`src/mc_bridge_pkg.sv`:
```
package mc_bridge_pkg;

  // ------------------------------
  // memory port
  // ------------------------------
  localparam int PADDR_WIDTH_LP = 28;
  localparam int DATA_WIDTH_LP = 32;
  // byte address with the byte-in-word bits removed
  localparam int WORD_ADDR_WIDTH_LP = PADDR_WIDTH_LP - 2;

  // ------------------------------
  // manycore network
  // ------------------------------
  localparam int NET_ADDR_WIDTH_LP = 20;
  localparam int X_CORD_WIDTH_LP = 4;
  localparam int Y_CORD_WIDTH_LP = 2;
  localparam int NET_CREDITS_LP = 4;
  localparam int CREDIT_WIDTH_LP = 3;

  // vcache geometry, one pod
  localparam int NUM_VCACHE_COLS_LP = 4;
  localparam int NUM_VCACHE_ROWS_LP = 2;
  localparam int VCACHE_BLOCK_WORDS_LP = 4;
  localparam int COL_SEL_WIDTH_LP = $clog2(NUM_VCACHE_COLS_LP);
  localparam int ROW_SEL_WIDTH_LP = $clog2(NUM_VCACHE_ROWS_LP);
  localparam int BLOCK_OFS_WIDTH_LP = $clog2(VCACHE_BLOCK_WORDS_LP);
  // north row sits above the compute array, south row below it
  localparam logic [Y_CORD_WIDTH_LP-1:0] VCACHE_NORTH_Y_LP = Y_CORD_WIDTH_LP'(0);
  localparam logic [Y_CORD_WIDTH_LP-1:0] VCACHE_SOUTH_Y_LP = Y_CORD_WIDTH_LP'(3);

  // reorder buffer
  localparam int OUTSTANDING_LP = 8;
  localparam int ID_WIDTH_LP = 3;

  typedef enum logic {
    MEM_OP_RD = 1'b0,
    MEM_OP_WR = 1'b1
  } mem_op_e;

  typedef enum logic {
    NET_OP_LOAD  = 1'b0,
    NET_OP_STORE = 1'b1
  } net_op_e;

endpackage

```
`src/mc_dram_bridge.sv`:
```
module mc_dram_bridge
  (
    input  logic                                         clk_i,
    input  logic                                         rst_n_i,

    // memory forward
    input  logic                                         mem_fwd_v_i,
    input  mc_bridge_pkg::mem_op_e                       mem_fwd_op_i,
    input  logic [mc_bridge_pkg::PADDR_WIDTH_LP-1:0]     mem_fwd_addr_i,
    input  logic [mc_bridge_pkg::DATA_WIDTH_LP-1:0]      mem_fwd_data_i,
    output logic                                         mem_fwd_ready_o,

    // memory reverse
    output logic                                         mem_rev_v_o,
    output mc_bridge_pkg::mem_op_e                       mem_rev_op_o,
    output logic [mc_bridge_pkg::PADDR_WIDTH_LP-1:0]     mem_rev_addr_o,
    output logic [mc_bridge_pkg::DATA_WIDTH_LP-1:0]      mem_rev_data_o,
    input  logic                                         mem_rev_ready_i,

    // network request
    output logic                                         net_req_v_o,
    output mc_bridge_pkg::net_op_e                       net_req_op_o,
    output logic [mc_bridge_pkg::X_CORD_WIDTH_LP-1:0]    net_req_x_o,
    output logic [mc_bridge_pkg::Y_CORD_WIDTH_LP-1:0]    net_req_y_o,
    output logic [mc_bridge_pkg::NET_ADDR_WIDTH_LP-1:0]  net_req_addr_o,
    output logic [mc_bridge_pkg::DATA_WIDTH_LP-1:0]      net_req_data_o,
    output logic [mc_bridge_pkg::ID_WIDTH_LP-1:0]        net_req_id_o,
    output logic [mc_bridge_pkg::X_CORD_WIDTH_LP-1:0]    net_req_src_x_o,
    output logic [mc_bridge_pkg::Y_CORD_WIDTH_LP-1:0]    net_req_src_y_o,
    input  logic                                         net_credit_i,

    // network response
    input  logic                                         net_resp_v_i,
    input  logic [mc_bridge_pkg::ID_WIDTH_LP-1:0]        net_resp_id_i,
    input  logic [mc_bridge_pkg::DATA_WIDTH_LP-1:0]      net_resp_data_i,

    // configuration
    input  logic [mc_bridge_pkg::WORD_ADDR_WIDTH_LP-1:0] dram_offset_i,
    input  logic [mc_bridge_pkg::X_CORD_WIDTH_LP-1:0]    dram_pod_x_i,
    input  logic [mc_bridge_pkg::X_CORD_WIDTH_LP-1:0]    global_x_i,
    input  logic [mc_bridge_pkg::Y_CORD_WIDTH_LP-1:0]    global_y_i
  );

  import mc_bridge_pkg::*;

  logic                         alloc_v;
  logic [ID_WIDTH_LP-1:0]       alloc_id;
  logic                         alloc_yumi;
  logic [X_CORD_WIDTH_LP-1:0]   hash_x;
  logic [Y_CORD_WIDTH_LP-1:0]   hash_y;
  logic [NET_ADDR_WIDTH_LP-1:0] hash_addr;

  // ------------------------------
  // outgoing request
  // ------------------------------
  mc_req_issuer u_issuer
  (
    .clk_i           (clk_i),
    .rst_n_i         (rst_n_i),
    .mem_fwd_v_i     (mem_fwd_v_i),
    .mem_fwd_op_i    (mem_fwd_op_i),
    .mem_fwd_data_i  (mem_fwd_data_i),
    .mem_fwd_ready_o (mem_fwd_ready_o),
    .alloc_v_i       (alloc_v),
    .alloc_id_i      (alloc_id),
    .alloc_yumi_o    (alloc_yumi),
    .hash_x_i        (hash_x),
    .hash_y_i        (hash_y),
    .hash_addr_i     (hash_addr),
    .net_credit_i    (net_credit_i),
    .global_x_i      (global_x_i),
    .global_y_i      (global_y_i),
    .net_req_v_o     (net_req_v_o),
    .net_req_op_o    (net_req_op_o),
    .net_req_x_o     (net_req_x_o),
    .net_req_y_o     (net_req_y_o),
    .net_req_addr_o  (net_req_addr_o),
    .net_req_data_o  (net_req_data_o),
    .net_req_id_o    (net_req_id_o),
    .net_req_src_x_o (net_req_src_x_o),
    .net_req_src_y_o (net_req_src_y_o)
  );

  // word address straight from the request, byte bits dropped
  mc_dram_hash u_hash
  (
    .eva_i    (mem_fwd_addr_i[PADDR_WIDTH_LP-1:2]),
    .offset_i (dram_offset_i),
    .pod_x_i  (dram_pod_x_i),
    .x_o      (hash_x),
    .y_o      (hash_y),
    .addr_o   (hash_addr)
  );

  // ------------------------------
  // returning responses
  // ------------------------------
  mc_return_reorder u_reorder
  (
    .clk_i           (clk_i),
    .rst_n_i         (rst_n_i),
    .alloc_v_o       (alloc_v),
    .alloc_id_o      (alloc_id),
    .alloc_yumi_i    (alloc_yumi),
    .alloc_op_i      (mem_fwd_op_i),
    .alloc_addr_i    (mem_fwd_addr_i),
    .net_resp_v_i    (net_resp_v_i),
    .net_resp_id_i   (net_resp_id_i),
    .net_resp_data_i (net_resp_data_i),
    .mem_rev_v_o     (mem_rev_v_o),
    .mem_rev_op_o    (mem_rev_op_o),
    .mem_rev_addr_o  (mem_rev_addr_o),
    .mem_rev_data_o  (mem_rev_data_o),
    .mem_rev_ready_i (mem_rev_ready_i)
  );

endmodule

```
`src/mc_dram_hash.sv`:
```
module mc_dram_hash
  (
    input  logic [mc_bridge_pkg::WORD_ADDR_WIDTH_LP-1:0] eva_i,
    input  logic [mc_bridge_pkg::WORD_ADDR_WIDTH_LP-1:0] offset_i,
    input  logic [mc_bridge_pkg::X_CORD_WIDTH_LP-1:0]    pod_x_i,
    output logic [mc_bridge_pkg::X_CORD_WIDTH_LP-1:0]    x_o,
    output logic [mc_bridge_pkg::Y_CORD_WIDTH_LP-1:0]    y_o,
    output logic [mc_bridge_pkg::NET_ADDR_WIDTH_LP-1:0]  addr_o
  );

  import mc_bridge_pkg::*;

  logic [WORD_ADDR_WIDTH_LP-1:0]                    eva;
  logic [WORD_ADDR_WIDTH_LP-BLOCK_OFS_WIDTH_LP-1:0] block;
  logic [ROW_SEL_WIDTH_LP-1:0]                      row_sel;
  logic [WORD_ADDR_WIDTH_LP-BLOCK_OFS_WIDTH_LP-COL_SEL_WIDTH_LP-ROW_SEL_WIDTH_LP-1:0] tile_block;

  // offset moves the bridge window into the dram region
  assign eva = eva_i + offset_i;
  assign block = eva[WORD_ADDR_WIDTH_LP-1:BLOCK_OFS_WIDTH_LP];

  // consecutive blocks walk across the columns of the pod
  assign x_o = (pod_x_i << COL_SEL_WIDTH_LP)
             + X_CORD_WIDTH_LP'(block[COL_SEL_WIDTH_LP-1:0]);

  // every other group of columns flips between north and south
  assign row_sel = block[COL_SEL_WIDTH_LP +: ROW_SEL_WIDTH_LP];
  assign y_o = (row_sel == '0) ? VCACHE_NORTH_Y_LP : VCACHE_SOUTH_Y_LP;

  // bits above the tile select, rebuilt with the word-in-block offset
  assign tile_block = block[$bits(block)-1:COL_SEL_WIDTH_LP+ROW_SEL_WIDTH_LP];
  assign addr_o = NET_ADDR_WIDTH_LP'({tile_block, eva[BLOCK_OFS_WIDTH_LP-1:0]});

endmodule

```
`src/mc_req_issuer.sv`:
```
module mc_req_issuer
  (
    input  logic                                        clk_i,
    input  logic                                        rst_n_i,

    // memory forward
    input  logic                                        mem_fwd_v_i,
    input  mc_bridge_pkg::mem_op_e                      mem_fwd_op_i,
    input  logic [mc_bridge_pkg::DATA_WIDTH_LP-1:0]     mem_fwd_data_i,
    output logic                                        mem_fwd_ready_o,

    // reorder buffer
    input  logic                                        alloc_v_i,
    input  logic [mc_bridge_pkg::ID_WIDTH_LP-1:0]       alloc_id_i,
    output logic                                        alloc_yumi_o,

    // tile fields from the hash
    input  logic [mc_bridge_pkg::X_CORD_WIDTH_LP-1:0]   hash_x_i,
    input  logic [mc_bridge_pkg::Y_CORD_WIDTH_LP-1:0]   hash_y_i,
    input  logic [mc_bridge_pkg::NET_ADDR_WIDTH_LP-1:0] hash_addr_i,

    // network request
    input  logic                                        net_credit_i,
    input  logic [mc_bridge_pkg::X_CORD_WIDTH_LP-1:0]   global_x_i,
    input  logic [mc_bridge_pkg::Y_CORD_WIDTH_LP-1:0]   global_y_i,
    output logic                                        net_req_v_o,
    output mc_bridge_pkg::net_op_e                      net_req_op_o,
    output logic [mc_bridge_pkg::X_CORD_WIDTH_LP-1:0]   net_req_x_o,
    output logic [mc_bridge_pkg::Y_CORD_WIDTH_LP-1:0]   net_req_y_o,
    output logic [mc_bridge_pkg::NET_ADDR_WIDTH_LP-1:0] net_req_addr_o,
    output logic [mc_bridge_pkg::DATA_WIDTH_LP-1:0]     net_req_data_o,
    output logic [mc_bridge_pkg::ID_WIDTH_LP-1:0]       net_req_id_o,
    output logic [mc_bridge_pkg::X_CORD_WIDTH_LP-1:0]   net_req_src_x_o,
    output logic [mc_bridge_pkg::Y_CORD_WIDTH_LP-1:0]   net_req_src_y_o
  );

  import mc_bridge_pkg::*;

  logic [CREDIT_WIDTH_LP-1:0] credit_r;
  logic                       has_credit;
  logic                       issue;

  // ------------------------------
  // acceptance
  // ------------------------------
  assign has_credit = (credit_r != '0);
  assign mem_fwd_ready_o = mem_fwd_v_i & alloc_v_i & has_credit;
  // ready already includes valid, so ready alone marks the transfer
  assign issue = mem_fwd_ready_o;
  assign alloc_yumi_o = issue;

  // outbound credits, one spent per packet
  always_ff @(posedge clk_i or negedge rst_n_i)
  begin
    if (!rst_n_i)
    begin
      credit_r <= CREDIT_WIDTH_LP'(NET_CREDITS_LP);
    end
    else
    begin
      case ({issue, net_credit_i})
        2'b10:   credit_r <= credit_r - 1'b1;
        2'b01:   credit_r <= credit_r + 1'b1;
        default: credit_r <= credit_r;
      endcase
    end
  end

  // ------------------------------
  // packet fields
  // ------------------------------
  always_comb
  begin
    case (mem_fwd_op_i)
      MEM_OP_WR: net_req_op_o = NET_OP_STORE;
      default:   net_req_op_o = NET_OP_LOAD;
    endcase
  end

  assign net_req_v_o = issue;
  assign net_req_x_o = hash_x_i;
  assign net_req_y_o = hash_y_i;
  assign net_req_addr_o = hash_addr_i;
  assign net_req_data_o = mem_fwd_data_i;
  // id rides in the register tag and comes back with the response
  assign net_req_id_o = alloc_id_i;
  assign net_req_src_x_o = global_x_i;
  assign net_req_src_y_o = global_y_i;

endmodule

```
`src/mc_return_reorder.sv`:
```
module mc_return_reorder
  (
    input  logic                                    clk_i,
    input  logic                                    rst_n_i,

    // allocation
    output logic                                    alloc_v_o,
    output logic [mc_bridge_pkg::ID_WIDTH_LP-1:0]   alloc_id_o,
    input  logic                                    alloc_yumi_i,
    input  mc_bridge_pkg::mem_op_e                  alloc_op_i,
    input  logic [mc_bridge_pkg::PADDR_WIDTH_LP-1:0] alloc_addr_i,

    // network response
    input  logic                                    net_resp_v_i,
    input  logic [mc_bridge_pkg::ID_WIDTH_LP-1:0]   net_resp_id_i,
    input  logic [mc_bridge_pkg::DATA_WIDTH_LP-1:0] net_resp_data_i,

    // memory reverse
    output logic                                    mem_rev_v_o,
    output mc_bridge_pkg::mem_op_e                  mem_rev_op_o,
    output logic [mc_bridge_pkg::PADDR_WIDTH_LP-1:0] mem_rev_addr_o,
    output logic [mc_bridge_pkg::DATA_WIDTH_LP-1:0] mem_rev_data_o,
    input  logic                                    mem_rev_ready_i
  );

  import mc_bridge_pkg::*;

  logic [ID_WIDTH_LP-1:0]    alloc_ptr_r;
  logic [ID_WIDTH_LP-1:0]    deq_ptr_r;
  logic [OUTSTANDING_LP-1:0] valid_r;
  logic [OUTSTANDING_LP-1:0] done_r;
  logic                      deq;

  // per-id header and returned word
  mem_op_e                   op_mem   [OUTSTANDING_LP];
  logic [PADDR_WIDTH_LP-1:0] addr_mem [OUTSTANDING_LP];
  logic [DATA_WIDTH_LP-1:0]  data_mem [OUTSTANDING_LP];

  // ------------------------------
  // allocate and dequeue
  // ------------------------------
  // slots free up in order, so only the allocate slot needs checking
  assign alloc_v_o = ~valid_r[alloc_ptr_r];
  assign alloc_id_o = alloc_ptr_r;

  // head waits for its own response even if younger ones are done
  assign mem_rev_v_o = valid_r[deq_ptr_r] & done_r[deq_ptr_r];
  assign deq = mem_rev_v_o & mem_rev_ready_i;

  always_ff @(posedge clk_i or negedge rst_n_i)
  begin
    if (!rst_n_i)
    begin
      alloc_ptr_r <= '0;
      deq_ptr_r <= '0;
      valid_r <= '0;
      done_r <= '0;
    end
    else
    begin
      if (alloc_yumi_i)
      begin
        valid_r[alloc_ptr_r] <= 1'b1;
        done_r[alloc_ptr_r] <= 1'b0;
        alloc_ptr_r <= alloc_ptr_r + 1'b1;
      end
      if (net_resp_v_i)
      begin
        done_r[net_resp_id_i] <= 1'b1;
      end
      if (deq)
      begin
        valid_r[deq_ptr_r] <= 1'b0;
        deq_ptr_r <= deq_ptr_r + 1'b1;
      end
    end
  end

  // ------------------------------
  // storage
  // ------------------------------
  always_ff @(posedge clk_i)
  begin
    if (alloc_yumi_i)
    begin
      op_mem[alloc_ptr_r] <= alloc_op_i;
      addr_mem[alloc_ptr_r] <= alloc_addr_i;
    end
    if (net_resp_v_i)
    begin
      data_mem[net_resp_id_i] <= net_resp_data_i;
    end
  end

  assign mem_rev_op_o = op_mem[deq_ptr_r];
  assign mem_rev_addr_o = addr_mem[deq_ptr_r];
  // store responses come back without data
  assign mem_rev_data_o = (op_mem[deq_ptr_r] == MEM_OP_WR) ? '0 : data_mem[deq_ptr_r];

endmodule

```
`config.mk`:
```
export PLATFORM = sky130hd
export DESIGN_NAME = mc_dram_bridge
export DESIGN_NICKNAME = d
export VERILOG_FILES = /design/src/mc_bridge_pkg.sv /design/src/mc_dram_bridge.sv /design/src/mc_dram_hash.sv /design/src/mc_req_issuer.sv /design/src/mc_return_reorder.sv
export SDC_FILE = /design/constraint.sdc
export NUM_CORES = 1
export LEC_CHECK = 0
export ABC_CLOCK_PERIOD_IN_PS = 5200
export BUFFER_PORTS_ARGS = -buffer_cell sky130_fd_sc_hd__buf_2
export CORE_MARGIN = 3
export CORE_UTILIZATION = 43
export DETAILED_ROUTE_END_ITERATION = 7
export PLACE_DENSITY = 0.7
export SLEW_MARGIN = 20
export SYNTH_ARGS = -nofsm -noshare
export SYNTH_HDL_FRONTEND = slang
export SYNTH_SLANG_ARGS = --single-unit
```
`constraint.sdc`:
```
create_clock -name clk_i -period 5.2 [get_ports clk_i]
set_input_delay 0.52 -clock clk_i [delete_from_list [all_inputs] [get_ports clk_i]]
set_output_delay 0.52 -clock clk_i [all_outputs]
set_load 0.1 [all_outputs]
```
# Yosys cells after proc, flatten, opt, wreduce, memory -nomap -nowiden

Memories as Yosys holds them, arrays and structs flattened.
Index checks and enable logic that the tools add are counted.

Register bits: 25
Bits in writable memories: 488
Input bits: 138
Word-level logic and storage cells: 62
Memories: 3

Add/sub/neg operators: 6
$lt $le $gt $ge: 6
Eq/ne operators: 2
Mux-type cells: 24
Bitwise gates (word level): 11
Reductions and logical operators: 5

Memory list:

| memory             | depth | bits a word | read ports | clocked after Yosys merged registers in | write ports | RTL line                | text |
|---|---|---|---|---|---|---|---|
| u_reorder.data_mem | 8     | 32          | 1          | 0                                       | 1           | mc_return_reorder.sv:37 | `logic [DATA_WIDTH_LP-1:0] data_mem [OUTSTANDING_LP];` |
| u_reorder.addr_mem | 8     | 28          | 1          | 0                                       | 1           | mc_return_reorder.sv:36 | `logic [PADDR_WIDTH_LP-1:0] addr_mem [OUTSTANDING_LP];` |
| u_reorder.op_mem   | 8     | 1           | 1          | 0                                       | 1           | mc_return_reorder.sv:35 | `mem_op_e op_mem [OUTSTANDING_LP];` |

Operators with widths:

| operator                                                                            | count |
|---|---|
| 32-bit two-way mux                                                                  | 1 |
| 8-bit two-way mux                                                                   | 4 |
| 23-bit adder                                                                        | 1 |
| 8-bit bitwise AND                                                                   | 2 |
| 8-bit NOT                                                                           | 2 |
| 8-bit bitwise OR                                                                    | 2 |
| 3-bit by 4-bit < comparator with 1-bit output, second input constant                | 3 |
| 1-bit two-way mux                                                                   | 11 |
| 3-bit by 1-bit adder with 3-bit output, second input constant                       | 3 |
| 1-bit binary-select mux with 3-bit select                                           | 3 |
| 1-bit demux with 3-bit select                                                       | 3 |
| 3-bit by 1-bit greater-or-equal comparator with 1-bit output, second input constant | 3 |
| 3-bit case mux with 2 select lines                                                  | 1 |
| 4-bit by 2-bit adder with 4-bit output                                              | 1 |
| 1-bit bitwise AND                                                                   | 4 |
| 1-bit logical AND                                                                   | 3 |
| 3-bit nonzero test                                                                  | 1 |
| 3-bit by 1-bit subtractor with 3-bit output, second input constant                  | 1 |
| 2-bit by 1-bit == test with 1-bit output, second input constant                     | 1 |
| 2-bit == test, second input constant                                                | 1 |
| 2-bit two-way mux                                                                   | 1 |
| 2-bit nonzero test                                                                  | 1 |
| 1-bit NOT                                                                           | 1 |

# Depth between registers and ports, before layout

Word-level depth: 9
Gate-level depth with buffers: 11
Mapped depth without buffers: 10

# By module

From an unflattened synthesis, not the netlist that was laid out.

Cells, all modules: 1107
Area, all modules: 21574.4 um^2

Modules (own cells, without submodules):

| module            | times used | cells each | area an instance (um^2) | seq. area each (um^2) |
|---|---|---|---|---|
| mc_return_reorder | 1          | 850        | 19606.3                 | 15204.6 |
| mc_dram_hash      | 1          | 174        | 1268.7                  | 0.0 |
| mc_req_issuer     | 1          | 83         | 699.4                   | 76.3 |

# Worst setup path after synthesis

No wires, ideal clock.

Path kind: register to register
Start point: register u_reorder.alloc_ptr_r[1], in the netlist u_reorder.alloc_id_o[1]
End point: memory u_reorder.addr_mem[0][0] (enable)
Setup time: 0.437 ns
Arrival: 4.407 ns
Setup slack: 0.356 ns
Cell stages (with the launch flop): 7
Buffers on the path: 1
Period minus slack after synthesis: 4.844 ns
Cell sequence: dfrtp_1 -> clkbuf_1 -> mux4_2 -> mux2i_1 -> o311a_2 -> inv_2 -> nor4_2

Cells in the longest elaborated chain, start to end: 7

Ends and longest elaborated chain:

| item                                      | RTL line                | text |
|---|---|---|
| start: declaration                        | mc_return_reorder.sv:28 | `logic [ID_WIDTH_LP-1:0] alloc_ptr_r;` |
| start signal: assignment                  | mc_return_reorder.sv:65 | `alloc_ptr_r <= alloc_ptr_r + 1'b1;` |
| 1-bit binary-select mux with 3-bit select | mc_return_reorder.sv:43 | `assign alloc_v_o = ~valid_r[alloc_ptr_r];` |
| 1-bit two-way mux (implied by the code)   | mc_return_reorder.sv:43 |  |
| 1-bit NOT                                 | mc_return_reorder.sv:43 |  |
| 1-bit bitwise AND (2 in series)           | mc_req_issuer.sv:47     | `assign mem_fwd_ready_o = mem_fwd_v_i & alloc_v_i & has_credit;` |
| named net mem_fwd_ready_o                 | mc_dram_bridge.sv:11    | `output logic mem_fwd_ready_o,` |
| 1-bit two-way mux                         | mc_return_reorder.sv:84 | `if (alloc_yumi_i)` |
| 1-bit two-way mux (implied by the code)   | mc_return_reorder.sv:87 | `addr_mem[alloc_ptr_r] <= alloc_addr_i;` |
| end: declaration                          | mc_return_reorder.sv:36 |  |

The timed path passes the listed nets, and every way through them passes these cells. The select of a mux whose other input is x is not followed.

# Worst setup path after layout

Start point: register u_reorder.deq_ptr_r[2]
End point: output port mem_rev_data_o[22] (netlist bit)

Cells in the longest elaborated chain, start to end: 2
Elaborated cells on any way between the ends: 3

Ends and longest elaborated chain:

| item                                                            | RTL line                | text |
|---|---|---|
| start: declaration                                              | mc_return_reorder.sv:29 | `logic [ID_WIDTH_LP-1:0] deq_ptr_r;` |
| start signal: assignment                                        | mc_return_reorder.sv:74 | `deq_ptr_r <= deq_ptr_r + 1'b1;` |
| memory read 8 x 32 bit or memory read 8 x 1 bit (tied branches) | -                       |  |
| 32-bit two-way mux (*)                                          | mc_return_reorder.sv:98 | `assign mem_rev_data_o = (op_mem[deq_ptr_r] == MEM_OP_WR) ? '0 : data_mem[deq_ptr_r];` |
| end: declaration                                                | mc_dram_bridge.sv:17    | `output logic [mc_bridge_pkg::DATA_WIDTH_LP-1:0] mem_rev_data_o,` |

Every way passes the cells marked *; elsewhere a longest branch is shown, timed or not.

==> impl_metrics.toml <==
[timing]
rsz0062_at_grt = "false"
period_needed_ns = 3.965
hold_violations = 0
maxSlewViolCount = 0
max-slew-margin-rel_pct = 31.85
fin_crit_sh_pct = 76.25
finalSetupViolCount = 0
worst_pin_slew_ns = 1.018
setup_tns_ns = 0
fin_worst_skew_ns = 0.01857
max_freq_mhz = 252.2

[grt]
antenna_found_initial = 8
track_usage_pct = 17.07
grt_max_degree = 82
grt_overflow = 0
grt_pass1_wl_mm = 66.02
grt_pass1_vias = 10958

[pwr]
fin_total_pwr_mw = 15.62
p_per_area_nw_per_um2 = 645.4
switching_power_mw = 6.904
swShare_pct = 44.18
clkPwrFrac_pct = 21.9
p_int_mw = 8.721
p_comb_share_pct = 44.3
ir_drop_mv = 0.6956
p_leak_nw = 8.266
seqPwrFrac_pct = 33.8

[placement]
gp_congestion = 0.8418
hpwl_mm = 25.71
io_buffers = 184
place_area_um2 = 22620

[yosys]
synth-seq-cells = 513
ys_warn_count = 0
ys.flop_type = "edfxtp_1"
synth_area_um2 = 21100
synth_top_cell_by_area = "edfxtp_1"
synth_top_area_share_pct = 69.45
synth_cells = 1063
synth_seq_area_share_pct = 72.42
syn_avg_cell_area_um2 = 19.85
synth_edf_count = 488
synth.area.top_cells = "edfxtp_1 69%, mux4_2 13%, dfrtp_1 2.8%"
ys_types = 51
synth_fp_nets = 1228
synthArstFlopShare_pct = 4.873

[critical_path]
crit_chain = "buf_4 > mux4_2 > mux2i_1 > nor2_1 > buf_2"
cp_slowest_stage_delay_ns = 1.04
path_max_fanout = 57
cp.arrival_ns = 3.45
worst_setup_path_start_kind = "flop"
critPathKind = "flop to primary output"
critPathSlowestCell = "dfrtp_4"
cp_num_buf_inv = 2
cp-end-kind = "primary output"
crit_family = "buffers and inverters"
required_ns = 4.68

[route]
drt_wl_total_mm = 43.77
wl_per_cell_um = 22.57
dr_total_vias = 10461
drtAntennaViolNets = 0
routed.top_layer = "met5"
drt-pass1-iter-count = 5
drcViolationCount = 0
met2_length_mm = 21.49
wl_met3_mm = 2.841
dr.first_iter.drc_count = 803
avgViaCountPerCell = 5.395
drt-met1-wl_mm = 18.28

[layout]
nets = 1402
fin_area_um2 = 24210
drive_above_1_share_pct = 35.50
area_delta_synth_final_pct = 14.74
fin_util_pct = 50.28

[clock_network]
clk_pin_slew_ns = 0.06
cts_resized = 0
hold_buffers = 1
clk_latency_ns = 0.58
cts.sinks = 513
cts_buffers = 52
cts_tree = "built"
post_cts_buffers = 0
cts_root_buffer = "clkbuf_16"
htree_levels = 2
clockBufferDepth = 3

[floorplanning]
core_area_um2 = 48150
ios = 270
initial_core_util_pct = 43.82
rows = 80
dieWidth_um = 227.5
die_area_um2 = 51760
die_h_um = 227.5

[run_status]
status = "completed"

[hold_path]
hold_path.class = "primary input to flop"

[run]
drv_cap = 0
[layout by cell type (no fill, tap or decap), types with 6 or more instances in the layout]
cell type,count
buf_4,19
a31oi_1,7
nor2_1,50
nand3_1,8
clkinv_1,6
nand2_1,25
nor2_4,6
ha_1,25
mux2_2,31
mux4_2,125
nor3_1,6
xnor2_1,17
inv_1,16
dfrtp_1,21
xor2_1,11
o21ai_0,15
o211ai_1,8
clkinv_2,9
mux2i_1,33
diode_2,7
buf_2,184
nand2b_1,6
edfxtp_1,488
a21oi_1,18
clkbuf_16,53
clkbuf_1,18
[metrics by stage]
step	std cells	hold WS, ns	setup WS, ns
global placement	1838	0.4659	1.517
floorplan	1063	0.2244	0.3564
CTS	1932	0.1280	1.159
finish	1939	0.1692	1.235
global route	1934	0.1418	1.054
detailed placement	1838	0.4768	1.460
[Yosys cell counts (2+ instances only)]
library cell	count
dfrtp_1	24
nand4_1	2
inv_1	16
a211oi_1	4
nand2_1	25
xnor2_1	17
o21ai_0	15
clkbuf_1	19
nor2_1	56
buf_1	8
o21bai_1	4
a21o_1	4
edfxtp_1	488
nand2b_1	6
nand3_1	8
a21oi_1	18
nor4b_4	2
xor2_1	11
nor3b_2	2
nor3_1	8
nor3_2	2
a31oi_1	7
mux4_2	125
and2_1	3
o211ai_1	8
a311oi_1	2
fa_1	2
buf_4	45
o22ai_1	5
mux2_2	31
buf_2	14
mux2i_1	33
a2bb2oi_1	4
ha_1	25
nor2b_1	4
[worst register-to-register path: cells and delay by family, from the launching register on]
family / cells / cell delay [ns]
mux: 2 / 0.76
simple gates: 1 / 0.90
flops: 1 / 0.76
compound gates: 1 / 0.32
buf+inv: 2 / 0.47
[metal layers]
metal | track usage [%] | vias to the layer above
met5 | 0 | -
met4 | 5.648 | 4
met3 | 3.752 | 80
met2 | 27.58 | 313
met1 | 23.32 | 5415
li1 | - | 4649
[final timing paths]
check | from | to | slack, ns | cells after the start
max | u_reorder.deq_ptr_r[2]$_DFFE_PN0P_ | mem_rev_data_o[22] | 1.23 | 5
min | mem_rev_ready_i | u_reorder.deq_ptr_r[2]$_DFFE_PN0P_ | 0.17 | 2
max reg2reg | u_reorder.alloc_id_o[0]$_DFFE_PN0N_ | u_reorder.addr_mem[4][13]$_DFFE_PP_ | 1.68 | 6
min reg2reg | u_reorder.done_r[7]$_DFF_PN0_ | u_reorder.done_r[7]$_DFF_PN0_ | 0.49 | 1
max in group asynchronous | rst_n_i | u_reorder.deq_ptr_r[0]$_DFFE_PN0P_ | 4.24 | 2
min in group asynchronous | rst_n_i | u_reorder.valid_r[0]$_DFF_PN0_ | 0.52 | 2
[flip-flops by register name, summed over array words and instances (netlist names)]
| register | cells |
|---|---|
| u_reorder.addr_mem | 224 |
| u_reorder.op_mem | 8 |
| u_reorder.done_r | 8 |
| u_issuer.credit_r | 3 |
| u_reorder.valid_r | 8 |
| u_reorder.data_mem | 256 |
| u_reorder.alloc_id_o | 3 |
| u_reorder.deq_ptr_r | 3 |
[cell families after synthesis]
kind of cell / after synthesis / synth area share (%)
xor gates and xnor gates: 28 / 1.162
adders and majority gates: 27 / 1.672
muxes: 189 / 16.56
and+or+nand+nor: 121 / 2.835
buffers and inverters: 104 / 2.769
DFF: 513 / 72.42
AOI/OAI and AO/OA: 81 / 2.574
[cell type report]
type	instances	area, µm²
inverter	17	63.81
timing repair buffer	207	1134
fill	3861	23940
sequential	513	15290
multi-input combinational	446	5323
clock inverter	21	150.1
clock buffer	72	1408
antenna	7	17.52
tap	656	820.8
[power groups by stage]
stage | combinational [mW] | sequential [mW] | clock, mW
2_1_floorplan | 6.09 | 5.20 | 0
3_3_place_gp | 6.95 | 5.35 | 0
3_5_place_dp | 6.99 | 5.37 | 0
4_1_cts | 7.01 | 5.29 | 3.51
5_1_grt | 7.26 | 5.33 | 3.68
6_report | 6.92 | 5.28 | 3.42
(Power assumes the default switching activity.)
